`config.mk`:
```
export PLATFORM = sky130hd
export DESIGN_NAME = spmm
export DESIGN_NICKNAME = d
export VERILOG_FILES = /design/src/design/gat_pkg.sv /design/src/design/spmm.sv
export SDC_FILE = /design/constraint.sdc
export NUM_CORES = 2
export LEC_CHECK = 0
export BUFFER_PORTS_ARGS = -buffer_cell sky130_fd_sc_hd__buf_2
export CORE_ASPECT_RATIO = 2
export CORE_MARGIN = 2
export CORE_UTILIZATION = 45
export CTS_CLUSTER_DIAMETER = 80
export DETAILED_ROUTE_END_ITERATION = 12
export GPL_TIMING_DRIVEN = 1
export MAX_ROUTING_LAYER = met4
export PLACE_DENSITY = 0.7
export SLEW_MARGIN = 0
export SYNTH_ARGS = -nofsm -noshare
export SYNTH_HDL_FRONTEND = slang
export SYNTH_SLANG_ARGS = --single-unit
```
`constraint.sdc`:
```
create_clock -name clk -period 7.7 [get_ports clk]
set_clock_uncertainty 0.05 [all_clocks]
set_input_delay 1.54 -clock clk [delete_from_list [all_inputs] [get_ports clk]]
set_output_delay 1.54 -clock clk [all_outputs]
set_load 0.05 [all_outputs]
```
`src/design/gat_pkg.sv`:
```
package gat_pkg;

  localparam int DATA_WIDTH       = 8;
  localparam int NUM_FEATURE_IN   = 16;
  localparam int NUM_FEATURE_OUT  = 4;
  localparam int COL_IDX_WIDTH    = 4;
  localparam int OUT_IDX_WIDTH    = 2;
  // Source half is 0..3, neighbor half is 4..7
  localparam int A_IDX_WIDTH      = 3;
  // Full sum of 16 signed 8x8 products
  localparam int WH_DATA_WIDTH    = 20;
  localparam int SCORE_WIDTH      = 32;

  localparam int LRELU_SHIFT      = 3;
  localparam int COEF_SHIFT       = 8;

  localparam int COEF_DEPTH       = 16;
  // Depth minus the rows in flight minus one
  localparam int COEF_AFULL_LEVEL = 11;

  typedef logic signed [DATA_WIDTH-1:0]    data_t;
  typedef logic        [COL_IDX_WIDTH-1:0] col_t;
  typedef logic signed [WH_DATA_WIDTH-1:0] wh_t;
  typedef wh_t         [NUM_FEATURE_OUT-1:0] wh_row_t;
  typedef logic signed [SCORE_WIDTH-1:0]   score_t;
  typedef logic signed [DATA_WIDTH-1:0]    coef_t;

endpackage

```
`src/design/spmm.sv`:
```
`timescale 1ns/10ps

module spmm (
  input  logic                              clk,
  input  logic                              rst_n,

  input  logic                              wgt_we_i,
  input  gat_pkg::col_t                     wgt_row_i,
  input  logic [gat_pkg::OUT_IDX_WIDTH-1:0] wgt_col_i,
  input  gat_pkg::data_t                    wgt_data_i,

  input  logic                              h_vld_i,
  input  gat_pkg::col_t                     h_col_i,
  input  gat_pkg::data_t                    h_val_i,
  input  logic                              h_last_i,
  input  logic                              h_src_i,

  output logic                              wh_vld_o,
  output gat_pkg::wh_row_t                  wh_row_o,
  output logic                              wh_src_o
);

  import gat_pkg::*;

  // Weight matrix, one row per input feature column
  data_t   wgt_q [NUM_FEATURE_IN][NUM_FEATURE_OUT];

  wh_row_t acc_q;
  wh_row_t acc_nxt;

  always_ff @(posedge clk or negedge rst_n) begin
    if (!rst_n) begin
      for (int r = 0; r < NUM_FEATURE_IN; r++) begin
        for (int c = 0; c < NUM_FEATURE_OUT; c++) begin
          wgt_q[r][c] <= '0;
        end
      end
    end else if (wgt_we_i) begin
      wgt_q[wgt_row_i][wgt_col_i] <= wgt_data_i;
    end
  end

  // One sparse entry scales one weight row into all four sums
  always_comb begin
    for (int c = 0; c < NUM_FEATURE_OUT; c++) begin
      acc_nxt[c] = acc_q[c] + h_val_i * wgt_q[h_col_i][c];
    end
  end

  always_ff @(posedge clk or negedge rst_n) begin
    if (!rst_n) begin
      acc_q <= '0;
    end else if (h_vld_i) begin
      // Restart for the next row after its last entry
      acc_q <= h_last_i ? '0 : acc_nxt;
    end
  end

  always_ff @(posedge clk or negedge rst_n) begin
    if (!rst_n) begin
      wh_vld_o <= 1'b0;
    end else begin
      wh_vld_o <= h_vld_i & h_last_i;
    end
  end

  always_ff @(posedge clk) begin
    if (h_vld_i && h_last_i) begin
      wh_row_o <= acc_nxt;
      wh_src_o <= h_src_i;
    end
  end

endmodule

```
======== Word level (Yosys, flattened, before mapping) ========
Index checks and enable logic that the tools add are counted.
operators by class
  order comparisons ....................... 5
  add/sub/neg operators ................... 4
  bitwise gates (word level) .............. 4
  multipliers ............................. 4
  reduce and logical (&&, ||, !) cells .... 3
  muxes and demuxes ....................... 9
operators by type and width
  operator                                                                       number
  512-bit bitwise mux                                                            1
  32-bit binary-select mux with 4-bit select                                     1
  32-bit demux with 4-bit select                                                 1
  32-bit 2-to-1 mux                                                              3
  20-bit by 16-bit adder with 20-bit output                                      4
  80-bit 2-to-1 mux                                                              1
  8-bit by 8-bit multiplier with 16-bit output                                   4
  8-bit demux with 2-bit select                                                  1
  5-bit greater-or-equal comparator (second input constant)                      2
  4-bit inverter with 5-bit output                                               2
  8-bit 2-to-1 mux                                                               1
  5-bit by 1-bit less-than comparator with 1-bit output (second input constant)  1
  3-bit greater-or-equal comparator (second input constant)                      1
  1-bit logical AND                                                              3
  3-bit by 1-bit less-than comparator with 1-bit output (second input constant)  1
  2-bit inverter with 3-bit output                                               1
  1-bit AND                                                                      1
storage, ports and cells
  input port bits ......................... 32
  word-level logic and storage cells ...... 103
  register bits after elaboration ......... 674
  output and inout bits ................... 82

======== Logic depth before layout (Yosys ltp) ========
  depth after elaboration ................. 8
  gate-level depth with buffers ........... 25
  gate-level depth less buffers ........... 22

======== Least setup slack after synthesis ========
No wires, ideal clock.
  path type ............................... in2reg
  start ................................... in h_col_i[0]
  end ..................................... reg acc_q[58] in the netlist's numbering
  stages on the path ...................... 20
  required time ........................... 7.529 ns
  setup slack ............................. -0.304 ns
  arrival ................................. 7.833 ns
  cells stage by stage .................... buf_4 > buf_2 > mux4_2 > mux4_2 > and2_1 > fa_1 > inv_1 > fa_1 > fa_1 > fa_1 > inv_1 > fa_1 > ha_1 > and2_1 > o21a_1 > a311o_1 > a2111oi_0 > o21ai_0 > xor2_1 > a22o_1
RTL lines
  what                  line        text
  start, declared       spmm.sv:13  input gat_pkg::col_t h_col_i,
  end signal, assigned  spmm.sv:55  acc_q <= h_last_i ? '0 : acc_nxt;
  end, declared         spmm.sv:28  wh_row_t acc_q;

==> flow_summary.ini <==
[finish]
drive_gt1_share_pct = 32.8
fin_nets = 4061
n_fill_cell = 7893
area.sequential_sq_um = 17300
syn2layout_area_growth_pct = 13.9
fin_util_pct = 51.4
multi_input_comb_area_sq_um = 23400
post_layout_nonfiller_instances = 4764

[pwr]
pwr-share-clk_pct = 19.1
power.share.sequential_pct = 27.6
share_comb_of_total_power_pct = 53.3
p_per_area_nw_per_um2 = 370
leakage_uw = 0.0238
switching_share_pct = 39.2
cell_internal_pwr_uw = 10900
p_switching_uw = 7060
peakVddDrop_v = 0.000403

[clocking]
post_cts_hold_buffer_count = 0
cts_root_buffer = sky130_fd_sc_hd__clkbuf_16
tritoncts = done
clock_tree_buffer_depth = 3
clkLatencyLatePin_ns = 0.63
clock_sinks = 674
post-cts-setup-buffer-count = 0
clk_pin_slew_worst_paths_ns = 0.06
numCtsBuffers = 66
cts-resized-gates = 0
cts_h_tree_depth = 3

[sta]
post_route_setup_slack_ns = 0.381
worst_slew_margin_rel_pct = 15.9
slew_violations = 0
fin_crit_ns = 7.32
worst_slew_pin_slew_ns = 1.26
layout_worst_path_cycle_share_pct = 95.1
setup-tns-final_ns = 0
fmax_ghz = 0.137
report.final.hold_viol_count = 0
rsz0062_at_grt = no
setup_viol = 0

[synth]
number_of_synthesized_flops_with_an_enable_pin = 81
synth_largest_area_cell = sky130_fd_sc_hd__dfrtp_1
synth.cell_area_sq_um = 42800
synthCells = 3215
yosys_synthesis_warning_count = 0
yosys.cell_count.top_type = sky130_fd_sc_hd__dfrtp_1
synthesis.nets = 3783
yosysSeqAreaShare_pct = 40.4
yosys-top-cells-area = sky130_fd_sc_hd__dfrtp_1 (35%), sky130_fd_sc_hd__fa_1 (16%), sky130_fd_sc_hd__mux2_2 (13%)
synthArstFlopShare_pct = 88.0
syn_area_per_cell_sq_um = 13.3
synth_flop_cell = sky130_fd_sc_hd__dfrtp_1
post_synth_most_frequent_cells = sky130_fd_sc_hd__dfrtp_1 (593), sky130_fd_sc_hd__mux2_2 (512), sky130_fd_sc_hd__inv_1 (397)
netlist.area_leader.share_pct = 34.7
yosys.cell_types.count = 57
yosys_register_bits = 674

[placement]
routabilityCongestion = 0.876
dp_cells = 4640
buffer_ports.inserted = 113
placement.setup.worst_slack_ns = -0.308
place_hpwl_um = 71600

[grt]
grt_usage_pct = 21.9
busiest_layer = met2
grt_start_max_net_pins = 184
number_of_antenna_violations_at_the_first_check_in_global_routing = 7
grt_overflow = 0
global_route.usage.met1_pct = 28.5
gr-usage-met2_pct = 35.1
globalRouteMet3Util_pct = 3.93
first_pass_grt_wire_length_um = 163000
grt_pass1_vias = 29000

[die]
io_pins = 114
die_height_um = 440
floorplan.rows = 160
initial_utilization_pct = 45.2
die-area_sq_um = 97700
core_sq_um = 94700
chipWidth_um = 222

[worst_hold_path]
hold_path_startpoint = wgt_q[150]$_DFFE_PN0P_
min-delay-path-class = register to register

[setup_path]
cp_data_required_time_ns = 8.17
worstPathBufferInverterCount = 7
critical_path.cell_chain = clkbuf_8, buf_12, buf_4, mux4_2, mux4_2, and2_1, fa_1, inv_1, fa_1, inv_1, fa_1, fa_1, ha_1, ha_1, buf_4, nand3_1, o221ai_1, nor3_1, buf_4, o21ai_0, a31oi_1, xnor2_1, a31o_2
worst_path_dominant_cell_family = adder cells
cp_common_cell = sky130_fd_sc_hd__fa_1
slowest_stage = sky130_fd_sc_hd__mux4_2
cp.arrival_ns = 7.79
timing.critical_path.from_type = input pin
critPathMaxStageDelay_ns = 0.59
path_max_fanout = 18
timing_worst_setup_path_type = input pin to register
critical_path.reg2reg.startpoint = wgt_q[169]$_DFFE_PN0P_
crit_start = h_col_i[0]
critical_path.endpoint_type = register

[routing]
pre_antenna_drt_iters = 5
drt-initial-drc-count = 1769
routed_wl_um = 99100
routed_len_inst_um = 20.8
via_count = 26200
post_drt_via_cell_ratio = 5.50
postRouteAntennaNets = 0
detail_route.drc_violations = 0

[outcome]
run_status = finished clean

[job]
maxCapViolCount = 0
cell usage in the layout, fill, tap and decap left out, drive strengths merged, types with 19 or more instances in the layout:
cell type and instances:
a21o 24, inv 403, and2 148, dfrtp 593
nand3 30, xnor2 69, nand2 147, ha 184
mux4 156, a22o 46, buf 358, a21oi 44
mux2 516, nor2b 19, nor2 70, edfxtp 81
clkbuf 85, fa 352, o21ai 48
cell families after synthesis:
logic type / synth area share [%]
AOI/OAI and AO/OA: 3.60
adders and majority gates: 21.9
muxes: 21.9
and+or+nand+nor: 5.58
buffers and inverters: 4.87
DFF: 40.4
xor gates and xnor gates: 1.76
power by group through the flow:
stage / Clock [uW] / Combinational, uW / Sequential, uW
global route: 3660 / 10700 / 5040
floorplan: 0 / 5780 / 5580
global placement: 0 / 9260 / 5010
detailed placement: 0 / 9530 / 5020
CTS: 3520 / 9650 / 4970
finish: 3440 / 9600 / 4970
layer usage:
layer,part of all wire (%),wire (um),vias up
met5,0,0,-
met4,2.9,2880,0
met3,5.8,5700,138
met2,49,48100,638
met1,43,42400,13900
li1,-,-,11500
through the flow:
stage	hold WS (ns)	total power [uW]	instance area, sq um
3_3_place_gp	0.412	14300	46400
3_5_place_dp	0.425	14600	46400
5_1_grt	0.458	19400	48700
6_report	0.440	18000	48700
2_1_floorplan	0.403	11400	42800
4_1_cts	0.438	18100	48700
state kept, by name (all words and copies together), names as in the netlist:
name	count
wgt_q	512
acc_q	80
wh_row_o	80
wh_src_o	1
wh_vld_o	1
area by class of cell:
cell class / count / share of cell area [%]
diodes: 7 / 0.0360
clock buffers: 84 / 3.78
clock inverters: 33 / 0.904
inverters: 397 / 3.06
multi-input cells: 1995 / 48.1
flip-flops and latches: 674 / 35.5
well taps: 1215 / 3.12
repair buffers: 359 / 5.56
worst reg2reg max path, stage by stage (launching register included):
cell and delay, ns:
sky130_fd_sc_hd__dfrtp_1 0.40, sky130_fd_sc_hd__mux4_2 0.48, sky130_fd_sc_hd__mux4_2 0.56, sky130_fd_sc_hd__and2_1 0.21, sky130_fd_sc_hd__fa_1 0.48, sky130_fd_sc_hd__inv_1 0.05, sky130_fd_sc_hd__fa_1 0.48, sky130_fd_sc_hd__fa_1 0.51
sky130_fd_sc_hd__fa_1 0.50, sky130_fd_sc_hd__inv_1 0.06, sky130_fd_sc_hd__fa_1 0.39, sky130_fd_sc_hd__ha_1 0.31, sky130_fd_sc_hd__and2_1 0.18, sky130_fd_sc_hd__o21a_1 0.17, sky130_fd_sc_hd__a311o_1 0.36, sky130_fd_sc_hd__a2111oi_0 0.45
sky130_fd_sc_hd__o21ai_0 0.19, sky130_fd_sc_hd__xor2_1 0.19, sky130_fd_sc_hd__a22o_1 0.19
final timing paths:
path | slack, ns | depth (start not counted) | to
setup reg to reg | 1.37 | 18 | acc_q[58]$_DFFE_PN0P_
hold / removal | 0.44 | 1 | wgt_q[150]$_DFFE_PN0P_
min in group asynchronous | 0.90 | 1 | wgt_q[485]$_DFFE_PN0P_
setup / recovery | 0.38 | 23 | acc_q[79]$_DFFE_PN0P_
hold reg to reg | 0.44 | 1 | wgt_q[150]$_DFFE_PN0P_
max in group asynchronous | 5.16 | 2 | acc_q[15]$_DFFE_PN0P_
Note: power is estimated with default switching activity, not from simulation.
