<file path="src/design/gat_pkg.sv">
package gat_pkg;

  localparam int DATA_WIDTH       = 8;
  localparam int NUM_FEATURE_IN   = 16;
  localparam int NUM_FEATURE_OUT  = 4;
  localparam int COL_IDX_WIDTH    = 4;
  localparam int OUT_IDX_WIDTH    = 2;
  // Source half is 0..3, neighbor half is 4..7
  localparam int A_IDX_WIDTH      = 3;
  // Full sum of 16 signed 8x8 products
  localparam int WH_DATA_WIDTH    = 20;
  localparam int SCORE_WIDTH      = 32;

  localparam int LRELU_SHIFT      = 3;
  localparam int COEF_SHIFT       = 8;

  localparam int COEF_DEPTH       = 16;
  // Depth minus the rows in flight minus one
  localparam int COEF_AFULL_LEVEL = 11;

  typedef logic signed [DATA_WIDTH-1:0]    data_t;
  typedef logic        [COL_IDX_WIDTH-1:0] col_t;
  typedef logic signed [WH_DATA_WIDTH-1:0] wh_t;
  typedef wh_t         [NUM_FEATURE_OUT-1:0] wh_row_t;
  typedef logic signed [SCORE_WIDTH-1:0]   score_t;
  typedef logic signed [DATA_WIDTH-1:0]    coef_t;

endpackage

</file>
<file path="src/design/dmvm.sv">
`timescale 1ns/10ps

module dmvm (
  input  logic                            clk,
  input  logic                            rst_n,

  input  logic                            a_we_i,
  input  logic [gat_pkg::A_IDX_WIDTH-1:0] a_idx_i,
  input  gat_pkg::data_t                  a_data_i,

  input  logic                            wh_vld_i,
  input  gat_pkg::wh_row_t                wh_row_i,
  input  logic                            wh_src_i,

  output logic                            coef_we_o,
  output gat_pkg::coef_t                  coef_o
);

  import gat_pkg::*;

  data_t  a_q [2*NUM_FEATURE_OUT];

  score_t prod_src_q [NUM_FEATURE_OUT];
  score_t prod_ngh_q [NUM_FEATURE_OUT];
  logic   s1_vld_q;
  logic   s1_src_q;

  score_t src_sum;
  score_t ngh_sum;
  score_t src_score_q;
  score_t ngh_sum_q;
  logic   s2_vld_q;

  score_t raw_score;
  score_t lrelu_score;
  score_t scaled_score;
  coef_t  coef_sat;

  always_ff @(posedge clk or negedge rst_n) begin
    if (!rst_n) begin
      for (int i = 0; i < 2*NUM_FEATURE_OUT; i++) begin
        a_q[i] <= '0;
      end
    end else if (a_we_i) begin
      a_q[a_idx_i] <= a_data_i;
    end
  end

  // Stage 1 products against both halves
  always_ff @(posedge clk) begin
    for (int j = 0; j < NUM_FEATURE_OUT; j++) begin
      prod_src_q[j] <= wh_row_i[j] * a_q[j];
      prod_ngh_q[j] <= wh_row_i[j] * a_q[j+NUM_FEATURE_OUT];
    end
    s1_src_q <= wh_src_i;
  end

  always_comb begin
    src_sum = '0;
    ngh_sum = '0;
    for (int j = 0; j < NUM_FEATURE_OUT; j++) begin
      src_sum = src_sum + prod_src_q[j];
      ngh_sum = ngh_sum + prod_ngh_q[j];
    end
  end

  // Stage 2 latches the source score for the rest of the subgraph
  always_ff @(posedge clk or negedge rst_n) begin
    if (!rst_n) begin
      src_score_q <= '0;
    end else if (s1_vld_q && s1_src_q) begin
      src_score_q <= src_sum;
    end
  end

  always_ff @(posedge clk) begin
    ngh_sum_q <= ngh_sum;
  end

  // Stage 3 leaky rectifier, scale and clip to a byte
  always_comb begin
    raw_score    = src_score_q + ngh_sum_q;
    lrelu_score  = raw_score[SCORE_WIDTH-1] ? (raw_score >>> LRELU_SHIFT) : raw_score;
    scaled_score = lrelu_score >>> COEF_SHIFT;
    if (scaled_score[SCORE_WIDTH-1:DATA_WIDTH-1] == '0 ||
        scaled_score[SCORE_WIDTH-1:DATA_WIDTH-1] == '1) begin
      coef_sat = scaled_score[DATA_WIDTH-1:0];
    end else if (scaled_score[SCORE_WIDTH-1]) begin
      coef_sat = {1'b1, {(DATA_WIDTH-1){1'b0}}};
    end else begin
      coef_sat = {1'b0, {(DATA_WIDTH-1){1'b1}}};
    end
  end

  always_ff @(posedge clk) begin
    coef_o <= coef_sat;
  end

  always_ff @(posedge clk or negedge rst_n) begin
    if (!rst_n) begin
      s1_vld_q  <= 1'b0;
      s2_vld_q  <= 1'b0;
      coef_we_o <= 1'b0;
    end else begin
      s1_vld_q  <= wh_vld_i;
      s2_vld_q  <= s1_vld_q;
      coef_we_o <= s2_vld_q;
    end
  end

endmodule

</file>
<file path="config.mk">
export PLATFORM = sky130hd
export DESIGN_NAME = dmvm
export DESIGN_NICKNAME = d
export VERILOG_FILES = /design/src/design/gat_pkg.sv /design/src/design/dmvm.sv
export SDC_FILE = /design/constraint.sdc
export NUM_CORES = 2
export LEC_CHECK = 0
export BUFFER_PORTS_ARGS = -buffer_cell sky130_fd_sc_hd__buf_2
export CAP_MARGIN = 20
export CORE_ASPECT_RATIO = 0.8
export CORE_MARGIN = 5
export CORE_UTILIZATION = 60
export CTS_BUF_LIST = sky130_fd_sc_hd__clkbuf_4 sky130_fd_sc_hd__clkbuf_8
export CTS_CLUSTER_DIAMETER = 100
export DETAILED_ROUTE_END_ITERATION = 8
export PLACE_DENSITY = 0.77
export SYNTH_ARGS = -nofsm -noshare
export SYNTH_HDL_FRONTEND = slang
export SYNTH_SLANG_ARGS = --single-unit
</file>
<file path="constraint.sdc">
create_clock -name clk -period 6 [get_ports clk]
set_clock_uncertainty 0.2 [all_clocks]
set_input_delay 0.9 -clock clk [delete_from_list [all_inputs] [get_ports clk]]
set_output_delay 0.9 -clock clk [all_outputs]
set_load 0.005 [all_outputs]
</file>
# Word-level counts from Yosys, hierarchy flattened
# Memory sizes are Yosys's and may differ from the RTL's.
# Index checks and enable logic that the tools add are counted.
[classes]
addsub = 7
mul = 8
n_lt_le_gt_ge = 2
n_eq_ne = 1
mux = 6
bitwise = 1
n_reduce_logical = 4
[op_table]
columns = ["operator", "n"]
rows = [
  ["adder 32 bit", 7],
  ["multiplier 20 x 8 -> 28 bit", 8],
  ["bitwise mux 64 bit", 1],
  ["2-to-1 mux 32 bit", 1],
  ["equality test 25 bit (second input constant)", 1],
  ["zero test 25 bit", 1],
  ["demux 8 bit (select 3 bit)", 1],
  ["2-to-1 mux 8 bit", 3],
  [">= comparator 4 bit (second input constant)", 1],
  ["less-than comparator 4 x 1 -> 1 bit (second input constant)", 1],
  ["inverter 3 -> 4 bit", 1],
  ["logical AND 1 bit", 2],
  ["logical OR 1 bit", 1],
]
[totals]
regBits = 140
mem_bits_rw = 256
input_bits = 96
output_inout_bits = 9
wordCells = 46
n_memories = 2
[mem_list]
columns = ["name", "words", "word_bits", "read_ports", "rd_ports_with_merged_regs", "write_ports", "line_no", "text"]
rows = [
  ["prod_ngh_q", 4, 32, 4, 0, 4, "dmvm.sv:24", "score_t prod_ngh_q [NUM_FEATURE_OUT];"],
  ["prod_src_q", 4, 32, 4, 0, 4, "dmvm.sv:23", "score_t prod_src_q [NUM_FEATURE_OUT];"],
]

# Logic depth before layout (Yosys ltp)
[logic_depth]
depth_word = 6
mapped_depth = 22
mapped_depth_nobuf = 21

# Least setup slack after synthesis
# No wires, ideal clock.
[synth_timing]
kind = "in2reg"
start = "input port wh_row_i[45] (netlist bit)"
end = "memory prod_src_q[2][26] (netlist bit)"
t_arrival_ns = 5.490
required_time_ns = 5.728
path_slack_ns = 0.238
stages = 20
path_buffers = 1
path_cell_list = "clkbuf_1 -> nand2_1 -> fa_1 -> fa_1 -> inv_1 -> fa_1 -> inv_1 -> fa_1 -> inv_1 -> ha_1 -> o21a_1 -> o21ai_0 -> or3b_1 -> a211oi_1 -> nor3_1 -> a41oi_1 -> a21oi_1 -> a41o_1 -> o22ai_1 -> xnor2_1"
[synth_rtl]
columns = ["element", "line_no", "text"]
rows = [
  ["start: declaration", "dmvm.sv:12", "input gat_pkg::wh_row_t wh_row_i,"],
  ["end: declaration", "dmvm.sv:23", ""],
]

==> parameters.txt <==
Parameter                              Value

Place
  Port bufs    104
  Post-Place Cell Area    0.0638 mm2
  Setup Slack @ Placement    -268 ps
  Final weighted congestion in routability-driven placement    0.960
  Dpl hpwl    134,000 um

Final layout
  Sequential cell area    0.00780 mm2
  Final net count    8,453
  Final Util    0.651
  Share of final-layout standard cells stronger than drive strength 1    0.0865
  P&R area growth vs syn    7.89%
  Footprint of the multi-input gates    0.0465 mm2
  Fill count    7,973
  Fin area    0.0653 mm2

Detailed routing
  Pre-Repair DR Iteration Count    5
  Total wire length    159,000 um
  Vias/cell    5.48
  Number of nets still failing antenna checks after routing    0
  DRC Markers    0
  Drt first-iter violations    3,475
  Total vias in the final route    44,393
  Average wire length per cell after detail routing    19.7 um

GRT
  Vias in the first global route    47,042
  Total global routing track utilization    0.308
  First-pass GRT wire length    258,000 um
  Number of antenna violations at the first check in global routing    8
  Congestion Overflow GR    0
  Maximum number of pins on one net before global-route repair    63

Clocking
  Clock root buffer master    clkbuf_8
  Clock tree from TritonCTS    done
  Clk slew on worst S/H paths    70 ps
  Htree depth    2
  Deepest clock path buffer count    3
  TritonCTS buffer count    60
  Clock latency at the later pin of the worst-skew pair    730 ps
  Post-CTS Setup Repair Bufs    0
  Clock sink count    364

Die
  Num ports    105
  Starting Density    0.603
  Std cell rows    104
  Core outline area    0.100 mm2
  Vert. Die Dim    294 um
  Die width    365 um
  Total Die Area    0.107 mm2

Synthesis
  Library cell occupying the most area in the post-synthesis netlist    fa_1
  Number of enable flip-flop cells after synthesis    0
  Synth top area cells    fa_1 (37%), ha_1 (11%), and2_1 (10%)
  Synth async-reset ratio    0.272
  Ys flop type    dfxtp_1
  Post-synth top area share    0.374
  Count of cell types in the netlist    75
  Post-Synthesis Cells    6,512
  Count of yosys warnings during synthesis    0
  Mapped Area    0.0605 mm2
  Syn_nets    8,252
  Syn avg cell area    9.29 um2
  Register bit count reported by yosys    364
  Sequential-to-total area share from yosys stat    0.129

STA
  RSZ-0062 raised after global routing    no
  Final-layout setup total negative slack    0 ps
  Count of pins over their slew limit    0
  Max Fclk    175 MHz
  Portion of the clock cycle consumed by the worst path in the final layout    0.954
  Slew margin rel.    0.304
  Transition time of the tightest slew-check pin    1040 ps
  Count of endpoints failing setup in the final report    0
  Min cycle time layout    5720 ps
  Number of hold-slack violations in the final timing report    0
  Final setup slack of the worst path    275 ps

Worst setup path
  Kind of start point of the critical path    flop
  Worst endpoint data arrival time    6160 ps
  Critical path data required time    6430 ps
  Highest net fanout along the worst path    10
  Start-to-end type of the worst setup path    flop to flop
  Kind of end point of the critical path    flop

Min path
  Worst Hold Class    input pin to flop

Status
  Result of the run    complete, no violations

Flow run
  Max_cap viols    0
-- cell usage in the layout (no fill, tap or decap), types with 29 or more instances in the layout --
master       n
a21o_1      69
a21oi_1    170
and2_1     963
buf_2      103
buf_4      250
clkbuf_8    72
dfrtp_1     86
dfxtp_1    265
fa_1      1130
ha_1       514
inv_1     1443
mux2_2      62
nand2_1    308
nand2b_1    64
nand3_1     43
nor2_1     262
nor2b_1     36
nor3_1      67
o21a_1      39
o21ai_0    137
or3_1       29
xnor2_1    202
xor2_1      63
-- worst max-delay path: stages (launching register included) --
cell and delay [ps]:
dfrtp_1 610, nand2_1 130, fa_1 470, fa_1 540
inv_1 50, fa_1 470, inv_1 50, fa_1 470
inv_1 40, ha_1 300, o21a_1 130, o21ai_0 270
or3b_1 460, a211oi_2 250, nor3_1 120, a41oi_1 340
a21oi_1 140, a41o_1 270, o22ai_1 160, xnor2_1 140
-- routing by layer --
layer	wire length [um]	vias up	track usage
met3	15600	297	0.0696
li1	-	20172	-
met1	68100	22265	0.441
met4	5580	2	0.0879
met2	70200	1657	0.476
met5	13	-	0
-- cells by family (layout without fill, tap and decap cells) --
logic type | after synthesis | in the layout | synth area share
and+or+nand+nor | 1867 | 1867 | 0.168
buffers and inverters | 1671 | 1924 | 0.104
adders and majority gates | 1644 | 1644 | 0.480
AOI/OAI and AO/OA | 635 | 635 | 0.0685
DFF | 364 | 364 | 0.129
xor gates and xnor gates | 265 | 265 | 0.0384
muxes | 66 | 66 | 0.0122
other | 0 | 6 | 0
-- worst paths after layout --
| path | start | to | slack (ps) | cells past startpoint |
|---|---|---|---|---|
| worst min-delay path | wh_vld_i | s1_vld_q | 100 | 1 |
| worst max register to register | a_q[44] | prod_src_q[2][26] | 280 | 19 |
| worst min register to register | s2_vld_q | coef_we_o | 160 | 0 |
| worst max-delay path | a_q[44] | prod_src_q[2][26] | 280 | 19 |
| min in group asynchronous | rst_n | a_q[43] | 560 | 2 |
| max in group asynchronous | rst_n | a_q[3] | 3610 | 3 |
-- synthesized netlist by cell type, types with 13 or more instances --
cell type / count
nor3_1: 69
a21boi_0: 14
o21bai_1: 17
a21oi_1: 171
xor2_1: 63
o21a_1: 39
ha_1: 514
a211oi_1: 24
a31oi_1: 17
o211ai_1: 23
a21o_1: 69
nand2b_1: 64
fa_1: 1130
nand2_1: 309
mux2_2: 62
nand3_1: 43
dfxtp_1: 265
nor4_1: 13
nor2_1: 262
or3_1: 29
nor2b_1: 36
clkbuf_1: 213
and2_1: 963
dfrtp_1: 99
o21ai_0: 137
and3_1: 27
xnor2_1: 202
inv_1: 1443
o31ai_1: 17
-- sequential cells by signal, summed over array words and instances, names as in the netlist --
register and cells:
prod_ngh_q 112, coef_we_o 1, prod_src_q 112, s1_src_q 1, ngh_sum_q 32, s2_vld_q 1
a_q 64, src_score_q 32, s1_vld_q 1, coef_o 8
-- area by class of cell --
class	count	area share
sequential	364	0.119
tap	1325	0.0254
multi-input combinational	4477	0.712
clock buffer	85	0.0167
antenna	6	0.000230
timing repair buffer	359	0.0383
inverter	1451	0.0835
clock inverter	29	0.00443
-- stage by stage --
| stage | cells | hold slack (ps) |
|---|---|---|
| 2_1_floorplan | 6512 | 131 |
| 3_3_place_gp | 7974 | 145 |
| 3_5_place_dp | 7975 | 148 |
| 4_1_cts | 8090 | 55.8 |
| 5_1_grt | 8091 | 76.1 |
| 6_report | 8096 | 101 |
-- repair_timing --
item	4_1_cts	5_1_grt
endpoints found under the hold margin	5	0
resized for setup	0	18
endpoints found under the setup margin	0	24
hold buffers	1	0
Power is left out: the tool's default activity adds up to more than one toggle a clock period on the data nets, which glitch-free logic cannot reach.
