[src/design/gat_pkg.sv]
package gat_pkg;

  localparam int DATA_WIDTH       = 8;
  localparam int NUM_FEATURE_IN   = 16;
  localparam int NUM_FEATURE_OUT  = 4;
  localparam int COL_IDX_WIDTH    = 4;
  localparam int OUT_IDX_WIDTH    = 2;
  // Source half is 0..3, neighbor half is 4..7
  localparam int A_IDX_WIDTH      = 3;
  // Full sum of 16 signed 8x8 products
  localparam int WH_DATA_WIDTH    = 20;
  localparam int SCORE_WIDTH      = 32;

  localparam int LRELU_SHIFT      = 3;
  localparam int COEF_SHIFT       = 8;

  localparam int COEF_DEPTH       = 16;
  // Depth minus the rows in flight minus one
  localparam int COEF_AFULL_LEVEL = 11;

  typedef logic signed [DATA_WIDTH-1:0]    data_t;
  typedef logic        [COL_IDX_WIDTH-1:0] col_t;
  typedef logic signed [WH_DATA_WIDTH-1:0] wh_t;
  typedef wh_t         [NUM_FEATURE_OUT-1:0] wh_row_t;
  typedef logic signed [SCORE_WIDTH-1:0]   score_t;
  typedef logic signed [DATA_WIDTH-1:0]    coef_t;

endpackage

[src/design/coef_fifo.sv]
`timescale 1ns/10ps

module coef_fifo (
  input  logic           clk,
  input  logic           rst_n,
  input  logic           wr_i,
  input  gat_pkg::coef_t din_i,
  input  logic           rd_i,
  output gat_pkg::coef_t dout_o,
  output logic           empty_o,
  output logic           afull_o
);

  import gat_pkg::*;

  coef_t                            mem [COEF_DEPTH];
  logic [$clog2(COEF_DEPTH)-1:0]    wr_ptr_q;
  logic [$clog2(COEF_DEPTH)-1:0]    rd_ptr_q;
  logic [$clog2(COEF_DEPTH+1)-1:0]  count_q;
  logic                             rd_en;

  assign rd_en = rd_i & ~empty_o;

  always_ff @(posedge clk) begin
    if (wr_i) begin
      mem[wr_ptr_q] <= din_i;
    end
  end

  always_ff @(posedge clk or negedge rst_n) begin
    if (!rst_n) begin
      wr_ptr_q <= '0;
      rd_ptr_q <= '0;
      count_q  <= '0;
    end else begin
      if (wr_i) begin
        wr_ptr_q <= wr_ptr_q + 1'b1;
      end
      if (rd_en) begin
        rd_ptr_q <= rd_ptr_q + 1'b1;
      end
      case ({wr_i, rd_en})
        2'b10:   count_q <= count_q + 1'b1;
        2'b01:   count_q <= count_q - 1'b1;
        default: count_q <= count_q;
      endcase
    end
  end

  // Head shown straight from memory
  assign dout_o  = mem[rd_ptr_q];
  assign empty_o = (count_q == '0);
  assign afull_o = (count_q >= COEF_AFULL_LEVEL);

endmodule

[config.mk]
export PLATFORM = sky130hd
export DESIGN_NAME = coef_fifo
export DESIGN_NICKNAME = d
export VERILOG_FILES = /design/src/design/gat_pkg.sv /design/src/design/coef_fifo.sv
export SDC_FILE = /design/constraint.sdc
export NUM_CORES = 1
export LEC_CHECK = 0
export BUFFER_PORTS_ARGS = -buffer_cell sky130_fd_sc_hd__buf_2
export CORE_MARGIN = 8
export CORE_UTILIZATION = 47
export CTS_BUF_LIST = sky130_fd_sc_hd__clkbuf_8
export CTS_CLUSTER_SIZE = 24
export DETAILED_ROUTE_END_ITERATION = 8
export MAX_ROUTING_LAYER = met4
export PLACE_DENSITY_LB_ADDON = 0.3
export SETUP_SLACK_MARGIN = 0.5
export SLEW_MARGIN = 40
export SYNTH_ARGS = -nofsm -noshare
export SYNTH_HDL_FRONTEND = slang
export SYNTH_SLANG_ARGS = --single-unit
[constraint.sdc]
create_clock -name clk -period 2.9 [get_ports clk]
set_input_delay 0 -clock clk [delete_from_list [all_inputs] [get_ports clk]]
set_output_delay 0 -clock clk [all_outputs]
set_load 0.02 [all_outputs]
# ---- Yosys cells after proc, flatten, opt, wreduce, memory -nomap -nowiden
# Memories as Yosys holds them, arrays and structs flattened.
# Cells that the tools add are included.
dict set report classes {
  add_sub_neg 4
  multipliers 0
  div_mod_pow 0
  order_cmp 1
  eq_ne 2
  n_shift 0
  n_mux 3
  n_bitwise 2
  n_reduce_logical 2
}
# cell count
set op_table {}
lappend op_table {{$pmux W5 S2} 1}
lappend op_table {{$add A4 B1 Y4 const B} 2}
lappend op_table {{$add A5 B1 Y5 const B} 1}
lappend op_table {{$ge A5 B4 Y1 const B} 1}
lappend op_table {{$logic_not A5 Y1} 1}
lappend op_table {{$sub A5 B1 Y5 const B} 1}
lappend op_table {{$eq A2 B1 Y1 const B} 1}
lappend op_table {{$eq A2 B2 Y1 const B} 1}
lappend op_table {{$mux W1} 2}
lappend op_table {{$reduce_bool A2 Y1} 1}
lappend op_table {{$and A1 B1 Y1} 1}
lappend op_table {{$not A1 Y1} 1}
dict set report totals {
  reg_bits 13
  latch_bits 0
  ram_bits 128
  rom_bits 0
  inputBits 12
  output_inout_bits 10
  n_memories 1
}
# memory words width read_ports rd_clocked_by_memory_dff write_ports line
set memory_table {}
lappend memory_table {mem 16 8 1 0 1 coef_fifo.sv:16} ;# coef_t mem [COEF_DEPTH];

# ---- Longest topological paths before layout
# Gate-level depths: netlist (run 1).
dict set report logic_depth {
  depth_word 5
  mapped_depth 8
  depth_no_buf 8
}

# ---- Worst setup path before layout (run 1)
# No wires, ideal clock.
dict set report synth_timing {
  path_type {reg2reg}
  from {register count_q[3]}
  to {register count_q[4]}
  setup_ns 0.080
  t_arrival_ns 2.485
  required_ns 2.820
  path_slack_ns 0.335
  stages_incl_launch_ff 9
  n_path_buf 0
  synth_period_minus_slack_ns 2.565
  cell_sequence {dfrtp_1 > or4_4 > o21a_4 > ha_1 > fa_1 > a21o_1 > a21oi_1 > mux2i_1 > xnor2_1}
}
dict set report synth_via {
  elab_chain_len 5
  word_cells_on_any_way 9
}
# element line
set synth_lines {}
lappend synth_lines {{start: declaration} coef_fifo.sv:19} ;# logic [$clog2(COEF_DEPTH+1)-1:0] count_q;
lappend synth_lines {{start signal: assignment} coef_fifo.sv:43} ;# 2'b10: count_q <= count_q + 1'b1;
lappend synth_lines {{start signal: assignment} coef_fifo.sv:44} ;# 2'b01: count_q <= count_q - 1'b1;
lappend synth_lines {{start signal: assignment} coef_fifo.sv:45} ;# default: count_q <= count_q;
lappend synth_lines {{parallel branches: the longest is 5 deep, another holds $sub A5 B1 Y5} n/a}
# Parallel ways; which one is timed is not known.
# A chain may end at the register's enable or synchronous reset.

# ---- Final worst setup path (run 1)
dict set report layout_timing {
  from {register count_q[2]}
  to {register count_q[4]}
}
# The elaborated chain is that of the path after synthesis.

==> results of run 1 <==
-- where the power goes --
group	internal (mW)	leakage (nW)	total, mW	switching, mW
clock	0.917	0.200	1.62	0.699
combinational	0.990	0.886	2.27	1.28
sequential	2.50	1.31	2.72	0.224
-- synthesized netlist by cell type (all sizes together) --
cell | n | area (µm²)
and2 | 1 | 6.26
nor3 | 4 | 20.0
or4 | 1 | 11.3
nand3 | 1 | 5.00
a221oi | 16 | 146
inv | 4 | 15.0
dfrtp | 13 | 325
mux2 | 2 | 26.3
a22oi | 8 | 60.1
nand2b | 2 | 12.5
nand4 | 1 | 6.26
xor2 | 3 | 26.3
nor2b | 2 | 12.5
clkbuf | 8 | 50.1
nand2 | 17 | 63.8
ha | 9 | 113
nor2 | 14 | 52.6
mux4 | 16 | 360
edfxtp | 128 | 3840
o21ai | 11 | 55.1
buf | 10 | 78.8
o21a | 1 | 15.0
mux2i | 33 | 330
a21o | 4 | 31.3
xnor2 | 7 | 61.3
a21oi | 2 | 10.0
fa | 1 | 20.0
-- final cells by class --
class / count / area [µm²] / area share
flip-flops and latches: 141 / 4170 / 0.623
repair buffers: 55 / 407 / 0.0607
clock inverters: 13 / 176 / 0.0263
clock buffers: 17 / 234 / 0.0349
well taps: 147 / 184 / 0.0274
inverters: 4 / 15.0 / 0.00224
multi-input cells: 156 / 1510 / 0.226
-- kinds of logic after synthesis --
kind of cell,Yosys count
xor+xnor,10
flops,141
simple gates,43
mux,51
fa+ha+maj,10
buf+inv,22
compound gates,42
-- per-layer routing --
metal  vias up  share of wire  wire length [µm]  global-route usage
met2        72           0.49              5370               0.232
met5         -              0                 0                   -
met1      1515           0.45              4930               0.186
met4         0          0.013               142              0.0609
li1       1372              -                 -                   -
met3        15          0.042               458              0.0293
-- registers in the layout, summed over array words and instances, names as in the netlist --
signal / flops
wr_ptr_q: 4
rd_ptr_q: 4
count_q: 5
mem: 128
-- stage by stage --
step / worst slack (ps) / cell area [µm²] / std cells
floorplan: 486 / 5780 / 319
global placement: 428 / 6060 / 484
detailed placement: 383 / 6060 / 484
CTS: 427 / 6650 / 533
global route: 425 / 6700 / 533
finish: 506 / 6700 / 533
-- path summary, 6_finish.rpt --
check,startpoint,slack (ps),endpoint
hold reg to reg,count_q[4]$_DFFE_PN0P_,530,count_q[4]$_DFFE_PN0P_
min in group asynchronous,rst_n,630,count_q[0]$_DFFE_PN0P_
max in group asynchronous,rst_n,1820,rd_ptr_q[0]$_DFFE_PN0N_
hold / removal,wr_i,400,wr_ptr_q[0]$_DFFE_PN0P_
setup reg to reg,count_q[2]$_DFFE_PN0P_,510,count_q[4]$_DFFE_PN0P_
setup / recovery,count_q[2]$_DFFE_PN0P_,510,count_q[4]$_DFFE_PN0P_
-- timing repair --
action / CTS / global route
endpoints found under the setup margin: 6 / 7
resized for setup: 2 / 9
hold buffers: 12 / 0
buffers inserted: 7 / 0
endpoints found under the hold margin: 145 / 0
pin swaps: 3 / 8
-- worst max-delay path: stages (launching register included) --
cell	delay (ps)
dfrtp_1	380
or4_4	540
o21a_4	220
ha_4	170
ha_1	330
a21o_1	200
a21oi_2	130
mux2i_1	220
xnor2_1	130
==> run_results.csv, run 1 <==
group,metric,value,unit
yosys,synthAdderAreaFrac,0.0230,
final_layout,finish.utilization,0.558,
final_layout,drive_gt1_frac,0.277,
cts,cts_tree,"yes",
route,viasPerCell,5.58,
place,io_buffer_count,21,
timing,period_needed,2390,ps
floorplan,start_util,0.479,
timing,tns,0,ps
setup_path,startpoint_type,"flip-flop",
yosys,synth_xor_area_frac,0.0152,
place,hpwl,7050,µm
hold_path,min_path_cells,3,
floorplan,die_x,127,µm
route,wl_per_cell,20.4,µm
yosys,synth-compound-area-share,0.0552,
cts,cts_buffers,17,
yosys,syn-cell-area,5760,µm²
route,drt_iter0_drc,234,
power,p_total,6.61,mW
final_layout,final_common_cell,"edfxtp_1",
setup_path,worstRegToRegCells,8,
cts,clk_latency,430,ps
yosys,synth_simple_gate_area_frac,0.0330,
global_route,grt_use_total,0.148,
yosys,synth_top_family_by_area,"multiplexers",
setup_path,cp.arrival,2750,ps
yosys,synth_seq_cells,141,
timing,whs,398,ps
job,maxCapViolations,0,
setup_path,criticalPathCategory,"flip-flop to flip-flop",
floorplan,io-pin-count,22,
final_layout,fin_nets,397,
timing,fmax,0.418,GHz
timing,drv_slew,0,
power,peakVddDrop,0.424,mV
power,leakage,2.40,nW
yosys,yosysWarnings,0,
timing,worstMarginPinSlew,823,ps
timing,clock_skew,8.60,ps
global_route,grt_antenna_before_repair,0,
route,drtPass1Iterations,5,
outcome,outcome,"finished, final reports clean",
floorplan,core_region_area,12000,µm²
yosys,synth.mux.area_fraction,0.125,
power,power_density,986,nW/µm²
setup_path,critPathMaxFanout,4,
route,vias,2974,
hold_path,holdCritPathClass,"input port to flip-flop",
cts,root_buffer,"clkbuf_8",
timing,rsz0062_at_grt,"yes",
cts,htreeDepth,4,
timing,hold_violations,0,
timing,setup-violations-final,0,
final_layout,layout_common_cells,"edfxtp_1 (128), mux2i_1 (33), buf_2 (21)",
floorplan,chipHeight,127,µm
global_route,grt_max_degree,19,
setup_path,crit_required,3260,ps
yosys,synth_seq_area_share,0.724,
floorplan,dieArea,16000,µm²
global_route,grt_pass1_wl,17100,µm
yosys,ys_types,33,
yosys,syn_avg_cell_area,18.1,µm²
final_layout,final.fill_count,927,
cts,clk_pin_slew,70,ps
place,place.gp.congestion,0.766,
timing,period_share,0.826,
global_route,grt_overflow,0,
cts,clockBufferDepth,2,
route,drcViolationCount,0,
floorplan,rows,40,
final_layout,syn_to_final_growth,16.4,%
cts,clock_sinks,141,
yosys,synthCells,319,
route,drt-total-wl,10900,µm
route,ant_nets,0,
setup_path,endpoint_kind,"flip-flop",
yosys,synth.net_count,341,
global_route,grt_pass1_vias,2985,
final_layout,diodes,0,
timing,max_slew_margin,0.450,
Power figures use the tool's default switching activity.
==> run 2, diff against run 1 <==
Settings changed: ABC_AREA from default to 1.
Clock period 2.9 ns to 2.05 ns, I/O delays scaled along.
==> run 2 against run 1 <==
  * Sequential cell count unchanged
  * First-iteration DRC count increased by 62%
  * Critical path depth increased by 3
  * Final cell count increased by 67%
  * Count of clock-buffer cells in the layout increased by 3
  * Sequential share of layout area decreased by 11 points
  * Via count increased by 55%
  * Critical endpoint is now dout_o[7]
  * Highest routed layer unchanged
==> run_results.csv, run 2 <==
group,metric,value,unit
timing,tns,0,ps
setup_path,crit_required,2050,ps
yosys,synthTopCellsByCount,"nand2_1 (236), edfxtp_1 (128), nor2_1 (68)",
hold_path,min_path_cells,3,
global_route,grt_pass1_vias,4338,
yosys,syn-cell-area,6200,µm²
power,peakVddDrop,0.701,mV
setup_path,worstRegToRegCells,13,
timing,setup-violations-final,0,
final_layout,regMostFlops,"mem",
setup_path,timing.rr.end,"count_q[4]$_DFFE_PN0P_",
cts,clockBufferDepth,2,
cts,htreeDepth,4,
yosys,synth_seq_area_share,0.673,
setup_path,critPathMaxFanout,5,
final_layout,syn_to_final_growth,30.6,%
route,viasPerCell,5.20,
final_layout,fin_nets,722,
global_route,grt_pass1_wl,21900,µm
cts,clk_latency,440,ps
final_layout,design_area,8100,µm²
hold_path,hp-start,"wr_i",
final_layout,largest_reg_flops,128,
timing,drv_slew,0,
final_layout,drive_gt1_frac,0.292,
cts,root_buffer,"clkbuf_8",
timing,worstMarginPinSlew,598,ps
timing,max_slew_margin,0.600,
timing,hold_violations,0,
yosys,synthCells,615,
floorplan,dieArea,17100,µm²
final_layout,diodes,0,
timing,fmax,0.521,GHz
yosys,synth_area_leader_cell,"edfxtp_1",
power,power_density,1490,nW/µm²
yosys,synth_edf_count,128,
final_layout,layoutNonFillerInstCount,889,
floorplan,io-pin-count,22,
setup_path,reg2reg_from,"count_q[0]$_DFFE_PN0P_",
global_route,grt_overflow,0,
timing,period_needed,1920,ps
timing,period_share,0.937,
setup_path,criticalPathCategory,"flip-flop to output port",
route,vias,4620,
cts,cts_buffers,17,
power,leakage,3.44,nW
place,placed_cells,811,
hold_path,holdCritPathClass,"input port to flip-flop",
cts,cts_tree,"yes",
job,maxCapViolations,0,
yosys,syn_avg_cell_area,10.1,µm²
yosys,synthArstFlopShare,0.0922,
yosys,synth_ff_type,"edfxtp_1",
floorplan,chipHeight,131,µm
place,place.gp.congestion,0.795,
timing,rsz0062_at_grt,"yes",
route,wl_per_cell,18.2,µm
floorplan,core_region_area,13100,µm²
final_layout,layout_common_cells,"nand2_1 (192), edfxtp_1 (128), inv_1 (66)",
setup_path,endpoint_kind,"output port",
yosys,yosysMostFrequentCell,"nand2_1",
place,place_area,6610,µm²
setup_path,regToRegSetupSlack,200,ps
yosys,synth_area_leaders,"edfxtp_1 (62%), nand2_1 (14%), dfrtp_1 (5.2%)",
outcome,outcome,"finished, final reports clean",
yosys,yosysWarnings,0,
floorplan,die_x,131,µm
route,drtPass1Iterations,7,
timing,clock_skew,11.2,ps
yosys,synth_seq_cells,141,
final_layout,final_common_cell,"nand2_1",
final_layout,finish.utilization,0.619,
cts,clk_pin_slew,70,ps
yosys,netlist.area_leader.share,0.620,
route,drt-total-wl,16200,µm
place,io_buffer_count,21,
cts,clock_sinks,141,
yosys,ys_types,21,
route,drt_iter0_drc,378,
route,drcViolationCount,0,
setup_path,cp.arrival,1920,ps
setup_path,startpoint_type,"flip-flop",
hold_path,min_to,"wr_ptr_q[0]$_DFFE_PN0P_",
yosys,synth.net_count,637,
global_route,grt_use_total,0.179,
route,ant_nets,0,
global_route,grt_antenna_before_repair,0,
final_layout,top_regs,"mem: 128 flops, count_q: 5 flops",
global_route,grt_max_degree,82,
floorplan,start_util,0.474,
place,hpwl,8600,µm
floorplan,rows,42,
## run 2: changes by cell type in the layout (fill, tap and decap cells not counted), sizes merged, moves of 16 or more
cell	delta
nand2	+219
inv	+69
nor2	+55
nand3	+52
mux2i	-33
buf	+25
a221oi	-16
mux4	-16
## run 2: repair_timing
| item | 4_1_cts | 5_1_grt |
|---|---|---|
| gates resized for setup | 18 | 122 |
| hold buffers | 12 | 0 |
| setup buffers | 9 | 13 |
| hold endpoints to repair | 146 | 0 |
| setup endpoints to repair | 12 | 109 |
| cloned | 0 | 12 |
| pin swaps | 8 | 40 |
## run 2: metrics by stage
stage               setup slack, ps  power (mW)  hold slack (ps)
global route                   65.8        12.6              432
floorplan                       255        6.21             -296
global placement                151        7.25            -98.5
CTS                            89.7        10.2              356
finish                          130        12.0              415
detailed placement             40.0        7.37            -96.9
## run 2: cell families after synthesis
group,count (synthesis),synth area share
AOI/OAI and AO/OA,5,0.00444
xor gates and xnor gates,7,0.00989
adders and majority gates,10,0.0214
buffers and inverters,91,0.0600
DFF,141,0.673
and+or+nand+nor,361,0.232
## run 2: routing by layer
metal  wire length (µm)  track usage  vias up  share of wire
li1                   -            -     2149              -
met1               6410        0.209     2234           0.40
met2               8230        0.292      204           0.51
met3               1160       0.0381       33          0.071
met4                410       0.0810        0          0.025
met5                  0            -        -              0
## run 2: area by class of cell
cell class,count,area [µm²]
sequential,141,4180
timing repair buffer,87,923
clock inverter,12,188
clock buffer,20,275
multi-input combinational,383,2000
inverter,69,299
fill,981,4990
timing repair inverter,1,8.76
tap,176,220
## run 2: worst max-delay path by stage
stage	cells past startpoint	endpoint	from
after floorplan	12	count_q[4]$_DFFE_PN0P_	count_q[1]$_DFFE_PN0P_
after global placement	12	count_q[4]$_DFFE_PN0P_	count_q[1]$_DFFE_PN0P_
after detailed placement	13	count_q[4]$_DFFE_PN0P_	count_q[1]$_DFFE_PN0P_
after CTS	8	dout_o[0]	rd_ptr_q[0]$_DFFE_PN0N_
after global routing	11	dout_o[7]	rd_ptr_q[0]$_DFFE_PN0N_
final	11	dout_o[7]	rd_ptr_q[0]$_DFFE_PN0N_
## run 2: critical path, stage by stage, from the launching register on
cell and delay, ps:
dfrtp_4 490, buf_12 160, buf_6 130, inv_6 60, buf_6 120, nand2_1 50
nand2_1 70, nand2_1 80, nand3_2 70, nand2_1 70, nand2_2 80, buf_6 110
## run 2: report_power, final
part           internal (mW)  total [mW]  switching, mW
sequential              3.54        3.77          0.236
combinational           2.35        5.70           3.35
clock                   1.54        2.56           1.02
==> run 3, diff against run 2 <==
Settings changed: GPL_TIMING_DRIVEN from default to 0.
==> run 3 against run 2 <==
  * Sequential power down 2%
  * Register-to-register slack got worse by 50 ps
  * Final cell count is 0.22% higher
  * Global-route usage is 0.91 points higher
  * Critical endpoint is now dout_o[4]
==> run_results.csv, run 3 (synthesis results as in run 2) <==
group,metric,value,unit
outcome,outcome,"finished, final reports clean",
cts,root_buffer,"clkbuf_8",
power,pwr-share-seq,0.326,
setup_path,cp.arrival,1920,ps
global_route,grt_overflow,0,
floorplan,die_x,131,µm
timing,setup-violations-final,0,
timing,drv_slew,0,
setup_path,endpoint_kind,"output port",
route,wl_per_cell,16.9,µm
global_route,grtUsageMet3,0.0418,
hold_path,holdCritPathClass,"input port to flip-flop",
timing,fmax,0.521,GHz
cts,htreeDepth,4,
route,viasPerCell,5.04,
timing,clock_skew,6.09,ps
floorplan,start_util,0.474,
place,io_buffer_count,20,
final_layout,top_regs,"mem: 128 flops, count_q: 5 flops",
job,maxCapViolations,0,
power,p_sw,4.49,mW
floorplan,io-pin-count,22,
place,hpwl,9370,µm
route,drt-total-wl,15100,µm
final_layout,syn_to_final_growth,29.4,%
cts,clk_pin_slew,70,ps
setup_path,crit_required,2050,ps
setup_path,startpoint_type,"flip-flop",
cts,cts_tree,"yes",
global_route,grt_use_total,0.188,
timing,rsz0062_at_grt,"yes",
cts,clk_latency,440,ps
power,p_comb_frac,0.490,
route,drtPass1Iterations,5,
global_route,grt_pass1_wl,22800,µm
cts,clockBufferDepth,2,
power,intPower,6.85,mW
final_layout,layout_common_cells,"nand2_1 (195), edfxtp_1 (128), inv_1 (62)",
global_route,grt_busiest_layer,"met2",
final_layout,final_common_cell,"nand2_1",
cts,cts_buffers,17,
place,place.gp.congestion,0.892,
global_route,grt_antenna_before_repair,0,
global_route,grt_max_degree,17,
final_layout,diodes,0,
floorplan,rows,42,
power,switching_share,0.396,
timing,worstMarginPinSlew,684,ps
global_route,grt_pass1_vias,4380,
global_route,use_met2,0.308,
power,power_density,1410,nW/µm²
route,drt_iter0_drc,412,
floorplan,dieArea,17100,µm²
power,leakage,3.34,nW
final_layout,drive_gt1_frac,0.292,
floorplan,core_region_area,13100,µm²
final_layout,regMostFlops,"mem",
route,ant_nets,0,
timing,period_share,0.937,
timing,hold_violations,0,
setup_path,criticalPathCategory,"flip-flop to output port",
timing,period_needed,1920,ps
global_route,met1_usage,0.218,
timing,whs,248,ps
power,peakVddDrop,0.769,mV
final_layout,fin_nets,724,
route,vias,4494,
timing,max_slew_margin,0.543,
final_layout,largest_reg_flops,128,
power,power_frac_clock,0.184,
floorplan,chipHeight,131,µm
cts,clock_sinks,141,
timing,tns,0,ps
setup_path,critPathMaxFanout,10,
route,drcViolationCount,0,
==> run 3: cell types whose count changed in the layout (fill, tap and decap cells not counted), moves of 5 or more <==
cell / previous run / this run
buf_4: 31 / 25
buf_6: 18 / 24
buf_8: 0 / 5
clkbuf_16: 7 / 2
nand2_2: 43 / 36
nand3_1: 30 / 41
nand3_2: 21 / 11
nor2_1: 50 / 31
nor2_4: 3 / 19
==> run 3: per-layer routing <==
layer | up-vias | wire length (µm)
li1 | 2159 | -
met1 | 2153 | 6370
met2 | 147 | 7540
met3 | 35 | 709
met4 | 0 | 459
met5 | - | 0
==> run 3: timing repair <==
item,in CTS,in global routing
endpoints found under the hold margin,90,6
hold buffers,12,1
cloned,2,1
pin swaps,41,29
endpoints found under the setup margin,140,98
setup buffers,24,8
gates resized for setup,135,60
==> run 3: area by class of cell <==
cell class / count / area [µm²]
fill: 993 / 5060
inverter: 69 / 275
timing repair buffer: 68 / 662
multi-input combinational: 383 / 2090
clock buffer: 17 / 234
sequential: 141 / 4170
clock inverter: 15 / 131
tap: 176 / 220
buffer: 22 / 238
==> run 3: worst max-delay path, cell delays in order (launching register included) <==
cell	delay (ps)
dfrtp_1	410
buf_6	150
buf_12	150
buf_8	150
nor2_1	100
nor2_1	60
nor2_2	160
nand2_2	100
nand2_1	90
buf_6	120
==> run 3: through the flow <==
step | std cells | setup slack (ps) | utilization | instance area, µm² | power (mW)
finish | 891 | 130 | 0.613 | 8020 | 11.3
CTS | 881 | 118 | 0.590 | 7720 | 10.7
global placement | 811 | 43.0 | 0.500 | 6540 | 7.28
global route | 891 | 7.40 | 0.613 | 8020 | 11.9
detailed placement | 811 | 11.5 | 0.500 | 6540 | 7.36
floorplan | 615 | 255 | - | 6220 | 6.21
==> run 3: path summary, 6_finish.rpt <==
check / from / end / slack, ps / depth (start not counted)
setup / recovery: rd_ptr_q[0]$_DFFE_PN0N_ / dout_o[4] / 130 / 9
hold reg to reg: wr_ptr_q[0]$_DFFE_PN0P_ / wr_ptr_q[0]$_DFFE_PN0P_ / 530 / 1
setup reg to reg: count_q[1]$_DFFE_PN0P_ / count_q[4]$_DFFE_PN0P_ / 150 / 12
max in group asynchronous: rst_n / rd_ptr_q[2]$_DFFE_PN0N_ / 900 / 3
hold / removal: wr_i / count_q[0]$_DFFE_PN0P_ / 250 / 4
min in group asynchronous: rst_n / count_q[1]$_DFFE_PN0P_ / 670 / 3
==> run 3: power by group through the flow <==
stage | logic, mW | clock network (mW) | registers [mW]
global placement | 3.52 | 0 | 3.75
floorplan | 2.49 | 0 | 3.73
global route | 6.00 | 2.22 | 3.73
CTS | 4.96 | 2.08 | 3.67
detailed placement | 3.58 | 0 | 3.77
finish | 5.56 | 2.08 | 3.70
